`src/mem_bus_pkg.sv`:
```
// Constants and packed structs for the line-wide memory bus side.
// Bus reads return a whole cache line, bus writes carry a single word
// with byte enables. The bus ID packs the cache transaction ID together
// with a one-bit request kind, so that responses can be routed back.
// Import with a wildcard in the module header of any bus-side block.

package mem_bus_pkg;

  localparam int unsigned ADDR_WIDTH = 64;
  localparam int unsigned WORD_WIDTH = 64;
  localparam int unsigned LINE_WORDS = 4;
  localparam int unsigned BLEN_WIDTH = 2;
  localparam int unsigned TID_WIDTH  = 2;

  // kind of transaction, encoded in the low bit of the bus ID
  typedef enum logic {
    IFILL = 1'b0,
    STD   = 1'b1
  } tx_kind_e;

  typedef struct packed {
    logic [TID_WIDTH-1:0] tid;
    tx_kind_e             kind;
  } bus_id_t;

  typedef logic [LINE_WORDS-1:0][WORD_WIDTH-1:0] line_t;

  typedef struct packed {
    logic [ADDR_WIDTH-1:0] addr;
    logic [BLEN_WIDTH-1:0] blen;
    logic [1:0]            size;
    bus_id_t               id;
  } bus_rd_req_t;

  // writes are always single-word
  typedef struct packed {
    logic [ADDR_WIDTH-1:0]   addr;
    logic [WORD_WIDTH-1:0]   data;
    logic [WORD_WIDTH/8-1:0] be;
    logic [1:0]              size;
    bus_id_t                 id;
  } bus_wr_req_t;

  typedef struct packed {
    bus_id_t id;
    line_t   data;
  } bus_rd_rsp_t;

  typedef struct packed {
    bus_id_t id;
  } bus_wr_rsp_t;

endpackage

```
`src/cache_msg_pkg.sv`:
```
// Cache-side message formats shared by the L1 caches and the adapter.
// Holds the request structs pushed by the instruction and data cache,
// the return structs sent back to them, and the byte-enable helper
// used to turn a store address and size into bus byte lanes.

package cache_msg_pkg;

  import mem_bus_pkg::*;

  localparam int unsigned REQ_FIFO_DEPTH = 2;

  typedef enum logic {
    LOAD  = 1'b0,
    STORE = 1'b1
  } dcache_rtype_e;

  typedef struct packed {
    logic [ADDR_WIDTH-1:0] paddr;
    logic                  nc;
    logic [TID_WIDTH-1:0]  tid;
  } icache_req_t;

  // size bit 2 asks for a full line, the low bits give the word size
  typedef struct packed {
    dcache_rtype_e         rtype;
    logic [2:0]            size;
    logic [ADDR_WIDTH-1:0] paddr;
    logic [WORD_WIDTH-1:0] data;
    logic [TID_WIDTH-1:0]  tid;
  } dcache_req_t;

  typedef enum logic [1:0] {
    IFILL_ACK = 2'd0,
    LOAD_ACK  = 2'd1,
    STORE_ACK = 2'd2
  } rtrn_type_e;

  typedef struct packed {
    rtrn_type_e           rtype;
    logic [TID_WIDTH-1:0] tid;
    line_t                data;
  } icache_rtrn_t;

  typedef struct packed {
    rtrn_type_e           rtype;
    logic [TID_WIDTH-1:0] tid;
    line_t                data;
  } dcache_rtrn_t;

  // byte lanes of a 64 bit word touched by an access of 2**size bytes
  function automatic logic [7:0] byte_enable_8(input logic [2:0] off, input logic [1:0] size);
    logic [7:0] be;
    unique case (size)
      2'b00:   be = 8'h01 << off;
      2'b01:   be = 8'h03 << {off[2:1], 1'b0};
      2'b10:   be = 8'h0f << {off[2], 2'b00};
      default: be = 8'hff;
    endcase
    return be;
  endfunction

endpackage

```
`src/req_fifo.sv`:
```
// Small circular request buffer with a registered storage array.
// The entry type is a parameter, so the same block buffers both the
// instruction and the data cache requests. The head entry is visible
// on data_o whenever empty_o is low; pop_i removes it.

`timescale 1ns/100ps

module req_fifo #(
  parameter type         entry_t = logic,
  parameter int unsigned DEPTH   = 2
) (
  input  logic   clk_i,
  input  logic   rst_ni,
  input  logic   push_i,
  input  entry_t data_i,
  input  logic   pop_i,
  output entry_t data_o,
  output logic   full_o,
  output logic   empty_o
);

  localparam int unsigned PTR_W = (DEPTH > 1) ? $clog2(DEPTH) : 1;
  localparam int unsigned CNT_W = $clog2(DEPTH + 1);
  localparam logic [PTR_W-1:0] PTR_LAST = PTR_W'(DEPTH - 1);
  localparam logic [CNT_W-1:0] CNT_FULL = CNT_W'(DEPTH);

  entry_t            mem_q [DEPTH];
  logic [PTR_W-1:0]  wr_ptr_q, rd_ptr_q;
  logic [CNT_W-1:0]  cnt_q;

  assign data_o  = mem_q[rd_ptr_q];
  assign full_o  = (cnt_q == CNT_FULL);
  assign empty_o = (cnt_q == '0);

  always_ff @(posedge clk_i or negedge rst_ni) begin : p_ctrl
    if (!rst_ni) begin
      wr_ptr_q <= '0;
      rd_ptr_q <= '0;
      cnt_q    <= '0;
    end else begin
      if (push_i) begin
        wr_ptr_q <= (wr_ptr_q == PTR_LAST) ? '0 : wr_ptr_q + 1'b1;
      end
      if (pop_i) begin
        rd_ptr_q <= (rd_ptr_q == PTR_LAST) ? '0 : rd_ptr_q + 1'b1;
      end
      unique case ({push_i, pop_i})
        2'b10:   cnt_q <= cnt_q + 1'b1;
        2'b01:   cnt_q <= cnt_q - 1'b1;
        default: cnt_q <= cnt_q;
      endcase
    end
  end

  // storage
  always_ff @(posedge clk_i) begin : p_mem
    if (push_i) begin
      mem_q[wr_ptr_q] <= data_i;
    end
  end

  // the writer must gate its push with full_o
  a_no_push_full: assert property (@(posedge clk_i) disable iff (!rst_ni) push_i |-> !full_o)
    else $error("push into full request FIFO");

  a_no_pop_empty: assert property (@(posedge clk_i) disable iff (!rst_ni) pop_i |-> !empty_o)
    else $error("pop from empty request FIFO");

endmodule

```
`src/req_intake.sv`:
```
// Input side of the adapter. Each cache pushes into its own request
// FIFO, acknowledged in the same cycle unless that FIFO is full.
// A two-way round-robin picks one FIFO head and keeps that choice
// until the request builder takes it, then pops the winning FIFO.

`timescale 1ns/100ps

module req_intake import cache_msg_pkg::*; (
  input  logic        clk_i,
  input  logic        rst_ni,
  input  logic        icache_req_i,
  input  icache_req_t icache_data_i,
  output logic        icache_ack_o,
  input  logic        dcache_req_i,
  input  dcache_req_t dcache_data_i,
  output logic        dcache_ack_o,
  input  logic        sel_take_i,
  output logic        sel_valid_o,
  output logic        sel_is_dcache_o,
  output icache_req_t icache_head_o,
  output dcache_req_t dcache_head_o
);

  logic icache_full, icache_empty;
  logic dcache_full, dcache_empty;
  logic last_dcache_q;
  logic lock_q, lock_sel_q;
  logic pick_dcache;

  assign icache_ack_o = icache_req_i & ~icache_full;
  assign dcache_ack_o = dcache_req_i & ~dcache_full;

  req_fifo #(.entry_t(icache_req_t), .DEPTH(REQ_FIFO_DEPTH)) i_icache_fifo (
    .clk_i   (clk_i),
    .rst_ni  (rst_ni),
    .push_i  (icache_ack_o),
    .data_i  (icache_data_i),
    .pop_i   (sel_take_i & ~sel_is_dcache_o),
    .data_o  (icache_head_o),
    .full_o  (icache_full),
    .empty_o (icache_empty)
  );

  req_fifo #(.entry_t(dcache_req_t), .DEPTH(REQ_FIFO_DEPTH)) i_dcache_fifo (
    .clk_i   (clk_i),
    .rst_ni  (rst_ni),
    .push_i  (dcache_ack_o),
    .data_i  (dcache_data_i),
    .pop_i   (sel_take_i & sel_is_dcache_o),
    .data_o  (dcache_head_o),
    .full_o  (dcache_full),
    .empty_o (dcache_empty)
  );

  ////////////////////////////////////////////////////////////
  // round-robin selection
  ////////////////////////////////////////////////////////////

  // with both waiting, the source that did not win last time goes next
  assign pick_dcache     = dcache_empty ? 1'b0 : (icache_empty | ~last_dcache_q);
  assign sel_valid_o     = ~icache_empty | ~dcache_empty;
  assign sel_is_dcache_o = lock_q ? lock_sel_q : pick_dcache;

  always_ff @(posedge clk_i or negedge rst_ni) begin : p_arb
    if (!rst_ni) begin
      last_dcache_q <= 1'b0;
      lock_q        <= 1'b0;
      lock_sel_q    <= 1'b0;
    end else begin
      lock_q     <= sel_valid_o & ~sel_take_i;
      lock_sel_q <= sel_is_dcache_o;
      if (sel_take_i) begin
        last_dcache_q <= sel_is_dcache_o;
      end
    end
  end

endmodule

```
`src/bus_req_builder.sv`:
```
// Request processing. Turns the selected FIFO head into a bus read
// (instruction fill or data load) or a bus write (data store).
// Bus fields are held stable until the matching grant, which also
// takes the request from the intake. Only one read may be in flight,
// so a new read is withheld until the previous read response arrives.

`timescale 1ns/100ps

module bus_req_builder import mem_bus_pkg::*, cache_msg_pkg::*; (
  input  logic        clk_i,
  input  logic        rst_ni,
  input  logic        sel_valid_i,
  input  logic        sel_is_dcache_i,
  input  icache_req_t icache_head_i,
  input  dcache_req_t dcache_head_i,
  output logic        sel_take_o,
  output logic        rd_req_o,
  output bus_rd_req_t rd_o,
  input  logic        rd_gnt_i,
  output logic        wr_req_o,
  output bus_wr_req_t wr_o,
  input  logic        wr_gnt_i,
  input  logic        rd_done_i
);

  localparam logic [BLEN_WIDTH-1:0] BLEN_LINE = BLEN_WIDTH'(LINE_WORDS - 1);

  logic rd_pending_q;
  logic is_store;

  assign is_store = (dcache_head_i.rtype == STORE);

  ////////////////////////////////////////////////////////////
  // request decode
  ////////////////////////////////////////////////////////////

  always_comb begin : p_rd_fields
    if (sel_is_dcache_i) begin
      rd_o.addr    = dcache_head_i.paddr;
      rd_o.size    = dcache_head_i.size[1:0];
      rd_o.blen    = dcache_head_i.size[2] ? BLEN_LINE : '0;
      rd_o.id.tid  = dcache_head_i.tid;
      rd_o.id.kind = STD;
    end else begin
      rd_o.addr    = icache_head_i.paddr;
      // fills always use full 64 bit beats
      rd_o.size    = 2'b11;
      rd_o.blen    = icache_head_i.nc ? '0 : BLEN_LINE;
      rd_o.id.tid  = icache_head_i.tid;
      rd_o.id.kind = IFILL;
    end
  end

  // stores are single-word writes
  always_comb begin : p_wr_fields
    wr_o.addr    = dcache_head_i.paddr;
    wr_o.data    = dcache_head_i.data;
    wr_o.be      = byte_enable_8(dcache_head_i.paddr[2:0], dcache_head_i.size[1:0]);
    wr_o.size    = dcache_head_i.size[1:0];
    wr_o.id.tid  = dcache_head_i.tid;
    wr_o.id.kind = STD;
  end

  assign rd_req_o   = sel_valid_i & ~rd_pending_q & ~(sel_is_dcache_i & is_store);
  assign wr_req_o   = sel_valid_i & sel_is_dcache_i & is_store;
  assign sel_take_o = (rd_req_o & rd_gnt_i) | (wr_req_o & wr_gnt_i);

  ////////////////////////////////////////////////////////////
  // outstanding read
  ////////////////////////////////////////////////////////////

  always_ff @(posedge clk_i or negedge rst_ni) begin : p_pending
    if (!rst_ni) begin
      rd_pending_q <= 1'b0;
    end else if (rd_req_o && rd_gnt_i) begin
      rd_pending_q <= 1'b1;
    end else if (rd_done_i) begin
      rd_pending_q <= 1'b0;
    end
  end

  // a read response is only legal for a granted read
  a_done_pending: assert property (@(posedge clk_i) disable iff (!rst_ni)
    rd_done_i |-> rd_pending_q)
    else $error("read response without a pending read");

  // the intake lock keeps an ungranted read request stable
  a_rd_hold: assert property (@(posedge clk_i) disable iff (!rst_ni)
    rd_req_o && !rd_gnt_i |=> rd_req_o && $stable(rd_o))
    else $error("read request changed before grant");

endmodule

```
`src/rtrn_router.sv`:
```
// Output side. Decodes bus responses by the kind bit of their ID and
// forwards them in the same cycle to the instruction or data cache.
// Read responses win; a write response waiting in the same cycle is
// held off through wr_rsp_rdy_o. The caches never stall a return.

`timescale 1ns/100ps

module rtrn_router import mem_bus_pkg::*, cache_msg_pkg::*; (
  input  logic         clk_i,
  input  logic         rst_ni,
  input  logic         rd_rsp_valid_i,
  input  bus_rd_rsp_t  rd_rsp_i,
  input  logic         wr_rsp_valid_i,
  input  bus_wr_rsp_t  wr_rsp_i,
  output logic         wr_rsp_rdy_o,
  output logic         icache_rtrn_vld_o,
  output icache_rtrn_t icache_rtrn_o,
  output logic         dcache_rtrn_vld_o,
  output dcache_rtrn_t dcache_rtrn_o
);

  assign wr_rsp_rdy_o = ~rd_rsp_valid_i;

  always_comb begin : p_route
    icache_rtrn_vld_o   = 1'b0;
    dcache_rtrn_vld_o   = 1'b0;
    icache_rtrn_o       = '0;
    dcache_rtrn_o       = '0;
    icache_rtrn_o.rtype = IFILL_ACK;
    icache_rtrn_o.tid   = rd_rsp_i.id.tid;
    icache_rtrn_o.data  = rd_rsp_i.data;

    if (rd_rsp_valid_i) begin
      unique case (rd_rsp_i.id.kind)
        IFILL: begin
          icache_rtrn_vld_o = 1'b1;
        end
        STD: begin
          dcache_rtrn_vld_o   = 1'b1;
          dcache_rtrn_o.rtype = LOAD_ACK;
          dcache_rtrn_o.tid   = rd_rsp_i.id.tid;
          dcache_rtrn_o.data  = rd_rsp_i.data;
        end
      endcase
    end else if (wr_rsp_valid_i) begin
      // store acks carry no data
      dcache_rtrn_vld_o   = 1'b1;
      dcache_rtrn_o.rtype = STORE_ACK;
      dcache_rtrn_o.tid   = wr_rsp_i.id.tid;
    end
  end

  a_one_rtrn: assert property (@(posedge clk_i) disable iff (!rst_ni)
    !(icache_rtrn_vld_o && dcache_rtrn_vld_o))
    else $error("returns to both caches in one cycle");

  // the bus keeps a held-off write response until it is accepted
  a_wr_rsp_hold: assert property (@(posedge clk_i) disable iff (!rst_ni)
    wr_rsp_valid_i && !wr_rsp_rdy_o |=> wr_rsp_valid_i && $stable(wr_rsp_i))
    else $error("write response dropped while held off");

endmodule

```
`src/cache_bus_adapter.sv`:
```
// Top level of the L1 cache to line-bus adapter. Connects the request
// intake (FIFOs and arbiter), the bus request builder and the return
// router. The cache ports use req/ack, the bus ports req/gnt with
// single-cycle read responses and held write responses.

`timescale 1ns/100ps

module cache_bus_adapter import mem_bus_pkg::*, cache_msg_pkg::*; (
  input  logic         clk_i,
  input  logic         rst_ni,
  // icache
  input  logic         icache_req_i,
  input  icache_req_t  icache_data_i,
  output logic         icache_ack_o,
  output logic         icache_rtrn_vld_o,
  output icache_rtrn_t icache_rtrn_o,
  // dcache
  input  logic         dcache_req_i,
  input  dcache_req_t  dcache_data_i,
  output logic         dcache_ack_o,
  output logic         dcache_rtrn_vld_o,
  output dcache_rtrn_t dcache_rtrn_o,
  // line bus
  output logic         rd_req_o,
  output bus_rd_req_t  rd_o,
  input  logic         rd_gnt_i,
  output logic         wr_req_o,
  output bus_wr_req_t  wr_o,
  input  logic         wr_gnt_i,
  input  logic         rd_rsp_valid_i,
  input  bus_rd_rsp_t  rd_rsp_i,
  input  logic         wr_rsp_valid_i,
  input  bus_wr_rsp_t  wr_rsp_i,
  output logic         wr_rsp_rdy_o
);

  logic        sel_valid, sel_is_dcache, sel_take;
  icache_req_t icache_head;
  dcache_req_t dcache_head;

  req_intake i_intake (
    .clk_i           (clk_i),
    .rst_ni          (rst_ni),
    .icache_req_i    (icache_req_i),
    .icache_data_i   (icache_data_i),
    .icache_ack_o    (icache_ack_o),
    .dcache_req_i    (dcache_req_i),
    .dcache_data_i   (dcache_data_i),
    .dcache_ack_o    (dcache_ack_o),
    .sel_take_i      (sel_take),
    .sel_valid_o     (sel_valid),
    .sel_is_dcache_o (sel_is_dcache),
    .icache_head_o   (icache_head),
    .dcache_head_o   (dcache_head)
  );

  bus_req_builder i_builder (
    .clk_i           (clk_i),
    .rst_ni          (rst_ni),
    .sel_valid_i     (sel_valid),
    .sel_is_dcache_i (sel_is_dcache),
    .icache_head_i   (icache_head),
    .dcache_head_i   (dcache_head),
    .sel_take_o      (sel_take),
    .rd_req_o        (rd_req_o),
    .rd_o            (rd_o),
    .rd_gnt_i        (rd_gnt_i),
    .wr_req_o        (wr_req_o),
    .wr_o            (wr_o),
    .wr_gnt_i        (wr_gnt_i),
    // every read response closes the single outstanding read
    .rd_done_i       (rd_rsp_valid_i)
  );

  rtrn_router i_router (
    .clk_i             (clk_i),
    .rst_ni            (rst_ni),
    .rd_rsp_valid_i    (rd_rsp_valid_i),
    .rd_rsp_i          (rd_rsp_i),
    .wr_rsp_valid_i    (wr_rsp_valid_i),
    .wr_rsp_i          (wr_rsp_i),
    .wr_rsp_rdy_o      (wr_rsp_rdy_o),
    .icache_rtrn_vld_o (icache_rtrn_vld_o),
    .icache_rtrn_o     (icache_rtrn_o),
    .dcache_rtrn_vld_o (dcache_rtrn_vld_o),
    .dcache_rtrn_o     (dcache_rtrn_o)
  );

endmodule

```
`config.mk`:
```
export PLATFORM = sky130hd
export DESIGN_NAME = cache_bus_adapter
export DESIGN_NICKNAME = d
export VERILOG_FILES = /design/src/mem_bus_pkg.sv /design/src/cache_msg_pkg.sv /design/src/req_fifo.sv /design/src/req_intake.sv /design/src/bus_req_builder.sv /design/src/rtrn_router.sv /design/src/cache_bus_adapter.sv
export SDC_FILE = /design/constraint.sdc
export NUM_CORES = 1
export LEC_CHECK = 0
export ABC_AREA = 1
export CELL_PAD_IN_SITES_DETAIL_PLACEMENT = 0
export CELL_PAD_IN_SITES_GLOBAL_PLACEMENT = 2
export CORE_AREA = 8 8 466 468
export CTS_CLUSTER_DIAMETER = 50
export DETAILED_ROUTE_END_ITERATION = 8
export DIE_AREA = 0 0 474 476
export DONT_BUFFER_PORTS = 1
export PLACE_DENSITY_LB_ADDON = 0.1
export SKIP_LAST_GASP = 1
export SLEW_MARGIN = 20
export SYNTH_ARGS = -nofsm -noshare
export SYNTH_HDL_FRONTEND = slang
export SYNTH_SLANG_ARGS = --single-unit
```
`constraint.sdc`:
```
create_clock -name clk_i -period 21.1 [get_ports clk_i]
set_input_delay 1.055 -clock clk_i [delete_from_list [all_inputs] [get_ports clk_i]]
set_output_delay 1.055 -clock clk_i [all_outputs]
set_load 0.05 [all_outputs]
```
Yosys cells after proc, flatten, opt, wreduce, memory -nomap -nowiden
Memories as Yosys holds them, arrays and structs flattened.
Index checks and enable logic that the tools add are counted.
{"block": "word_totals", "regBits": 12, "ram_bits": 402, "input_bits": 471, "elab_cells": 90, "memories": 2}
{"memory": "i_intake.i_dcache_fifo.mem_q", "depth": 2, "width": 134, "read_ports": 1, "rd_clocked_by_memory_dff": 0, "write_ports": 1, "line": "req_fifo.sv:27", "source": "entry_t mem_q [DEPTH];"}
{"memory": "i_intake.i_icache_fifo.mem_q", "depth": 2, "width": 67, "read_ports": 1, "rd_clocked_by_memory_dff": 0, "write_ports": 1, "line": "req_fifo.sv:27"}
{"block": "classes", "n_addsub": 8, "n_eq_ne": 8, "shifts": 3, "muxes": 27, "n_bitwise": 25, "n_reduce_logical": 7}
{"cell": "259-bit two-way mux", "count": 1}
{"cell": "256-bit two-way mux", "count": 1}
{"cell": "71-bit two-way mux", "count": 1}
{"cell": "8-bit one-hot mux with 3 select lines", "count": 1}
{"cell": "1-bit two-way mux", "count": 17}
{"cell": "1-bit AND", "count": 12}
{"cell": "2-bit == test, second input constant", "count": 5}
{"cell": "1-bit NOT", "count": 10}
{"cell": "4-bit two-way mux", "count": 2}
{"cell": "2-bit one-hot mux with 2 select lines", "count": 2}
{"cell": "1-bit by 3-bit left shift with 8-bit output, first input constant", "count": 1}
{"cell": "2-bit by 3-bit left shift with 8-bit output, first input constant", "count": 1}
{"cell": "4-bit by 3-bit left shift with 8-bit output, first input constant", "count": 1}
{"cell": "2-bit by 1-bit == test with 1-bit output, second input constant", "count": 3}
{"cell": "2-bit logical NOT", "count": 3}
{"cell": "2-bit nonzero test", "count": 3}
{"cell": "1-bit adder, second input constant", "count": 4}
{"cell": "2-bit by 1-bit adder with 2-bit output, second input constant", "count": 2}
{"cell": "2-bit two-way mux", "count": 2}
{"cell": "2-bit by 1-bit subtractor with 2-bit output, second input constant", "count": 2}
{"cell": "1-bit bitwise OR", "count": 3}
{"cell": "1-bit logical AND", "count": 1}

Longest topological paths before layout
{"block": "depth", "ltp_word": 12, "ltp_mapped": 13, "depth_no_buf": 13}

Hierarchy
From an unflattened synthesis, not the netlist that was laid out.
{"block": "hier_totals", "hier_cells": 2335, "hier_area_um2": 22148.7}
{"mod": "req_fifo at i_intake.i_dcache_fifo", "instances": 1, "cells_per_inst": 724, "area_per_inst_um2": 10403.7, "seq_area_each_um2": 8147.8}
{"mod": "req_fifo at i_intake.i_icache_fifo", "instances": 1, "cells_per_inst": 374, "area_per_inst_um2": 5195.0, "seq_area_each_um2": 4124.0}
{"mod": "rtrn_router", "instances": 1, "cells_per_inst": 814, "area_per_inst_um2": 4221.5, "seq_area_each_um2": 0.0}
{"mod": "bus_req_builder", "instances": 1, "cells_per_inst": 402, "area_per_inst_um2": 2179.6, "seq_area_each_um2": 25.0}
{"mod": "req_intake", "instances": 1, "cells_per_inst": 21, "area_per_inst_um2": 148.9, "seq_area_each_um2": 75.1}

Worst setup path before layout
OpenSTA, ideal clock, no wires.
{"block": "synth_timing", "path_kind": "input port to flip-flop", "from": "in dcache_req_i", "to": "mem i_intake.i_dcache_fifo.mem_q[1][0] (netlist name), enable pin", "setup_ns": 0.631, "t_arrival_ns": 6.828, "required_time_ns": 20.469, "slack_ns": 13.641, "path_stages": 2, "path_buffers": 0, "cell_sequence": "o21ai_0 -> nor2_1"}
{"block": "synth_via", "elab_chain_cells": 3}
{"element": "start: declaration", "line": "cache_bus_adapter.sv:18", "source": "input logic dcache_req_i,"}
{"element": "1-bit AND", "line": "req_intake.sv:31", "source": "assign dcache_ack_o = dcache_req_i & ~dcache_full;"}
{"element": "1-bit two-way mux", "line": "req_fifo.sv:57", "source": "if (push_i) begin"}
{"element": "1-bit two-way mux (not written as such)", "line": "req_fifo.sv:58", "source": "mem_q[wr_ptr_q] <= data_i;"}
{"element": "end: declaration", "line": "req_fifo.sv:27"}
Every way passes these cells.

==> results.cfg <==
[clock_tree]
clkTransAtPathRegs_ps = 50
cts_tree = done
cts-root-buf = clkbuf_16
clk_latency_ps = 660
cts_buffers = 81
clkSinkCount = 414
cts_resized = 0
ctsLongestPathBuffers = 3
cts_max_level = 3

[synthesis]
synth_top_area_share_pct = 57.78
syn_area_um2 = 20890
async_flop_share_pct = 2.899
synth-seq-cells = 414
synth_common_cells = 557 x nand2_1, 402 x edfxtp_1, 340 x nor2_1, 268 x inv_1, 266 x buf_4
avgSynthCellArea_um2 = 10.20
yosysMostFrequentCell = nand2_1
synth_edf_count = 402
seq_area_frac_synth_pct = 59.21
synth_top_area_cell = edfxtp_1
ys_types = 33
yosys_warnings = 0
postSynthCellCount = 2049
synth.top_cells.by_area = edfxtp_1 58%, nand2_1 10%, buf_4 9.6%, a31oi_4 6.1%, nor2_1 6.1%
synth_ff_type = edfxtp_1

[global_routing]
grt_pass1_vias = 13940
grt_max_degree = 211
grt_remaining_overflow = 0
antenna_found_initial = 163
grt_pass1_wl_um = 185900
grtUsageTotal_pct = 12.93

[floorplanning]
die_area_um2 = 225600
start_util_pct = 9.931
die-width_um = 474
boundaryPins = 1210
rows = 169
core-area_um2 = 210400
die-height_um = 476

[run_status]
outcome = completed

[placed_design]
placedInstanceArea_um2 = 22430
finalWeightedCongestion = 0.9039
port_buffers = 0
dp_hpwl_um = 128300

[setup_path]
path_class = flip-flop to output pin
endpoint_kind = output pin
cp_num_buf_inv = 2
required_ps = 20050
cp_slowest_cell = dfrtp_4
r2r_start = i_intake.i_dcache_fifo.rd_ptr_q
critPathMaxStageDelay_ps = 860
crit_fanout = 54
cp.arrival_ps = 4400
worstSetupStartpointType = flip-flop
cp-startpoint = i_intake.i_dcache_fifo.rd_ptr_q
crit_family = buffers and inverters
path_cells = buf_4, buf_4, nand2_1, nand2_1, nor2_1, a31oi_2

[power]
p_leak_uw = 0.009522
power.density_nw_per_um2 = 195.4
fin_total_pwr_uw = 4953
ir_drop_uv = 82.90

[flow_run]
max-cap-violations = 0

[timing]
setup-violations-final = 0
min_period_over_period_pct = 25.85
fmax_ghz = 0.1834
hold_viol = 0
maxSlewViolCount = 0
worst_pin_slew_ps = 1238
tns_ps = 0
grt_setup_unrepaired = no
skew_ps = 31.25
period_needed_ps = 5454
relSlewSlack_pct = 17.18

[detailed_routing]
drc_errors = 0
vias_per_cell = 2.992
drt-total-wl_um = 155400
drt_iter0_markers = 783
drt-wirelength-per-cell_um = 32.63
drtAntennaViolNets = 0
dr.pass1.iters = 5
vias = 14250

[layout]
layout-drive-gt1-share_pct = 14.96
post-route-cell-area_um2 = 25340
syn_to_final_growth_pct = 21.28
nNetsFinal = 2307

[worst_hold_path]
hold_class = input port to async pin
==> area by class of cell <==
| class | count | area, um2 |
|---|---|---|
| antenna | 43 | 107.6 |
| clock buffer | 89 | 2100 |
| clock inverter | 59 | 659.4 |
| fill | 23890 | 185100 |
| inverter | 277 | 1054 |
| multi-input combinational | 1010 | 5101 |
| sequential | 414 | 12380 |
| tap | 2821 | 3530 |
| timing repair buffer | 50 | 410.4 |
==> report_power, final <==
group	switching [uW]	total [uW]	internal, uW
clock network	467	1330	864
logic	2090	2420	324
registers	76.6	1200	1130
total	2640	4950	2320
==> flip-flops by register name, indices dropped and copies added, names as in the netlist <==
register,count
i_intake.i_icache_fifo.mem_q,134
i_builder.rd_pending_q,1
i_intake.lock_q,1
i_intake.i_icache_fifo.rd_ptr_q,1
i_intake.i_icache_fifo.wr_ptr_q,1
i_intake.last_dcache_q,1
i_intake.i_dcache_fifo.mem_q,268
i_intake.i_dcache_fifo.rd_ptr_q,1
i_intake.i_dcache_fifo.cnt_q,2
i_intake.lock_sel_q,1
i_intake.i_icache_fifo.cnt_q,2
i_intake.i_dcache_fifo.wr_ptr_q,1
==> worst reg2reg max path: stages (launching register included) <==
cell	delay, ps
dfrtp_4	710
inv_6	460
buf_4	740
nand2_1	120
nand2_1	130
nand2_2	80
nand3_2	100
nand2_2	140
nand2_1	150
inv_2	60
ha_1	300
a21oi_1	120
o21ai_0	110
xor2_1	150
==> cell usage in the layout, fill, tap and decap left out, types with 5 or more instances in the layout <==
cell,n
nand2_1,556
edfxtp_1,402
nor2_1,329
inv_1,268
clkbuf_16,83
a31oi_4,60
buf_4,47
diode_2,43
clkinv_2,17
bufinv_16,12
dfrtp_1,10
nor2_2,9
clkinv_1,9
clkinvlp_4,8
inv_6,7
clkinv_4,7
inv_2,6
nor2_4,6
clkbuf_1,6
or2_1,5
a31oi_2,5
o21ai_0,5
==> cells by family (layout without fill, tap and decap cells) <==
kind of cell / Yosys count / count (layout) / synth area share (%)
AOI/OAI and AO/OA: 84 / 84 / 6.833
xor gates and xnor gates: 4 / 4 / 0.1677
adders and majority gates: 2 / 2 / 0.1197
buffers and inverters: 626 / 475 / 16.80
DFF: 414 / 414 / 59.21
other: 2 / 46 / 0.03594
and+or+nand+nor: 917 / 917 / 16.83
==> worst paths after layout <==
path	endpoint	slack, ps	cells after the start
hold reg to reg	i_builder.rd_pending_q	480	2
max in group asynchronous	i_intake.i_dcache_fifo.rd_ptr_q	19900	1
setup reg to reg	i_intake.i_icache_fifo.cnt_q[1]	17630	13
hold / removal	i_intake.i_icache_fifo.rd_ptr_q	120	0
min in group clk_i	i_builder.rd_pending_q	480	2
setup / recovery	rd_o[70]	15650	6
==> metrics by stage <==
stage               cells  hold slack, ps  worst slack, ps  util (%)
global placement     4570           475.9            15800     10.65
finish               4763           118.4            15650     12.04
CTS                  4719           17.19            15330     11.98
floorplan            2050           450.2            13640         -
detailed placement   4570           470.6            16110     10.66
global route         4726           52.12            15220     12.00
==> timing repair <==
item                      CTS  global route
hold endpoints to repair    8             0
hold buffers                1             0
buffers inserted            0             0
==> per-layer routing <==
| metal | vias to the layer above | global-route usage [%] | part of all wire [%] |
|---|---|---|---|
| li1 | 5839 | - | - |
| met1 | 6744 | 12.17 | 33 |
| met2 | 1119 | 22.58 | 48 |
| met3 | 427 | 9.703 | 16 |
| met4 | 120 | 2.746 | 2.6 |
| met5 | - | 0 | 0.54 |
Power figures use the tool's default switching activity.
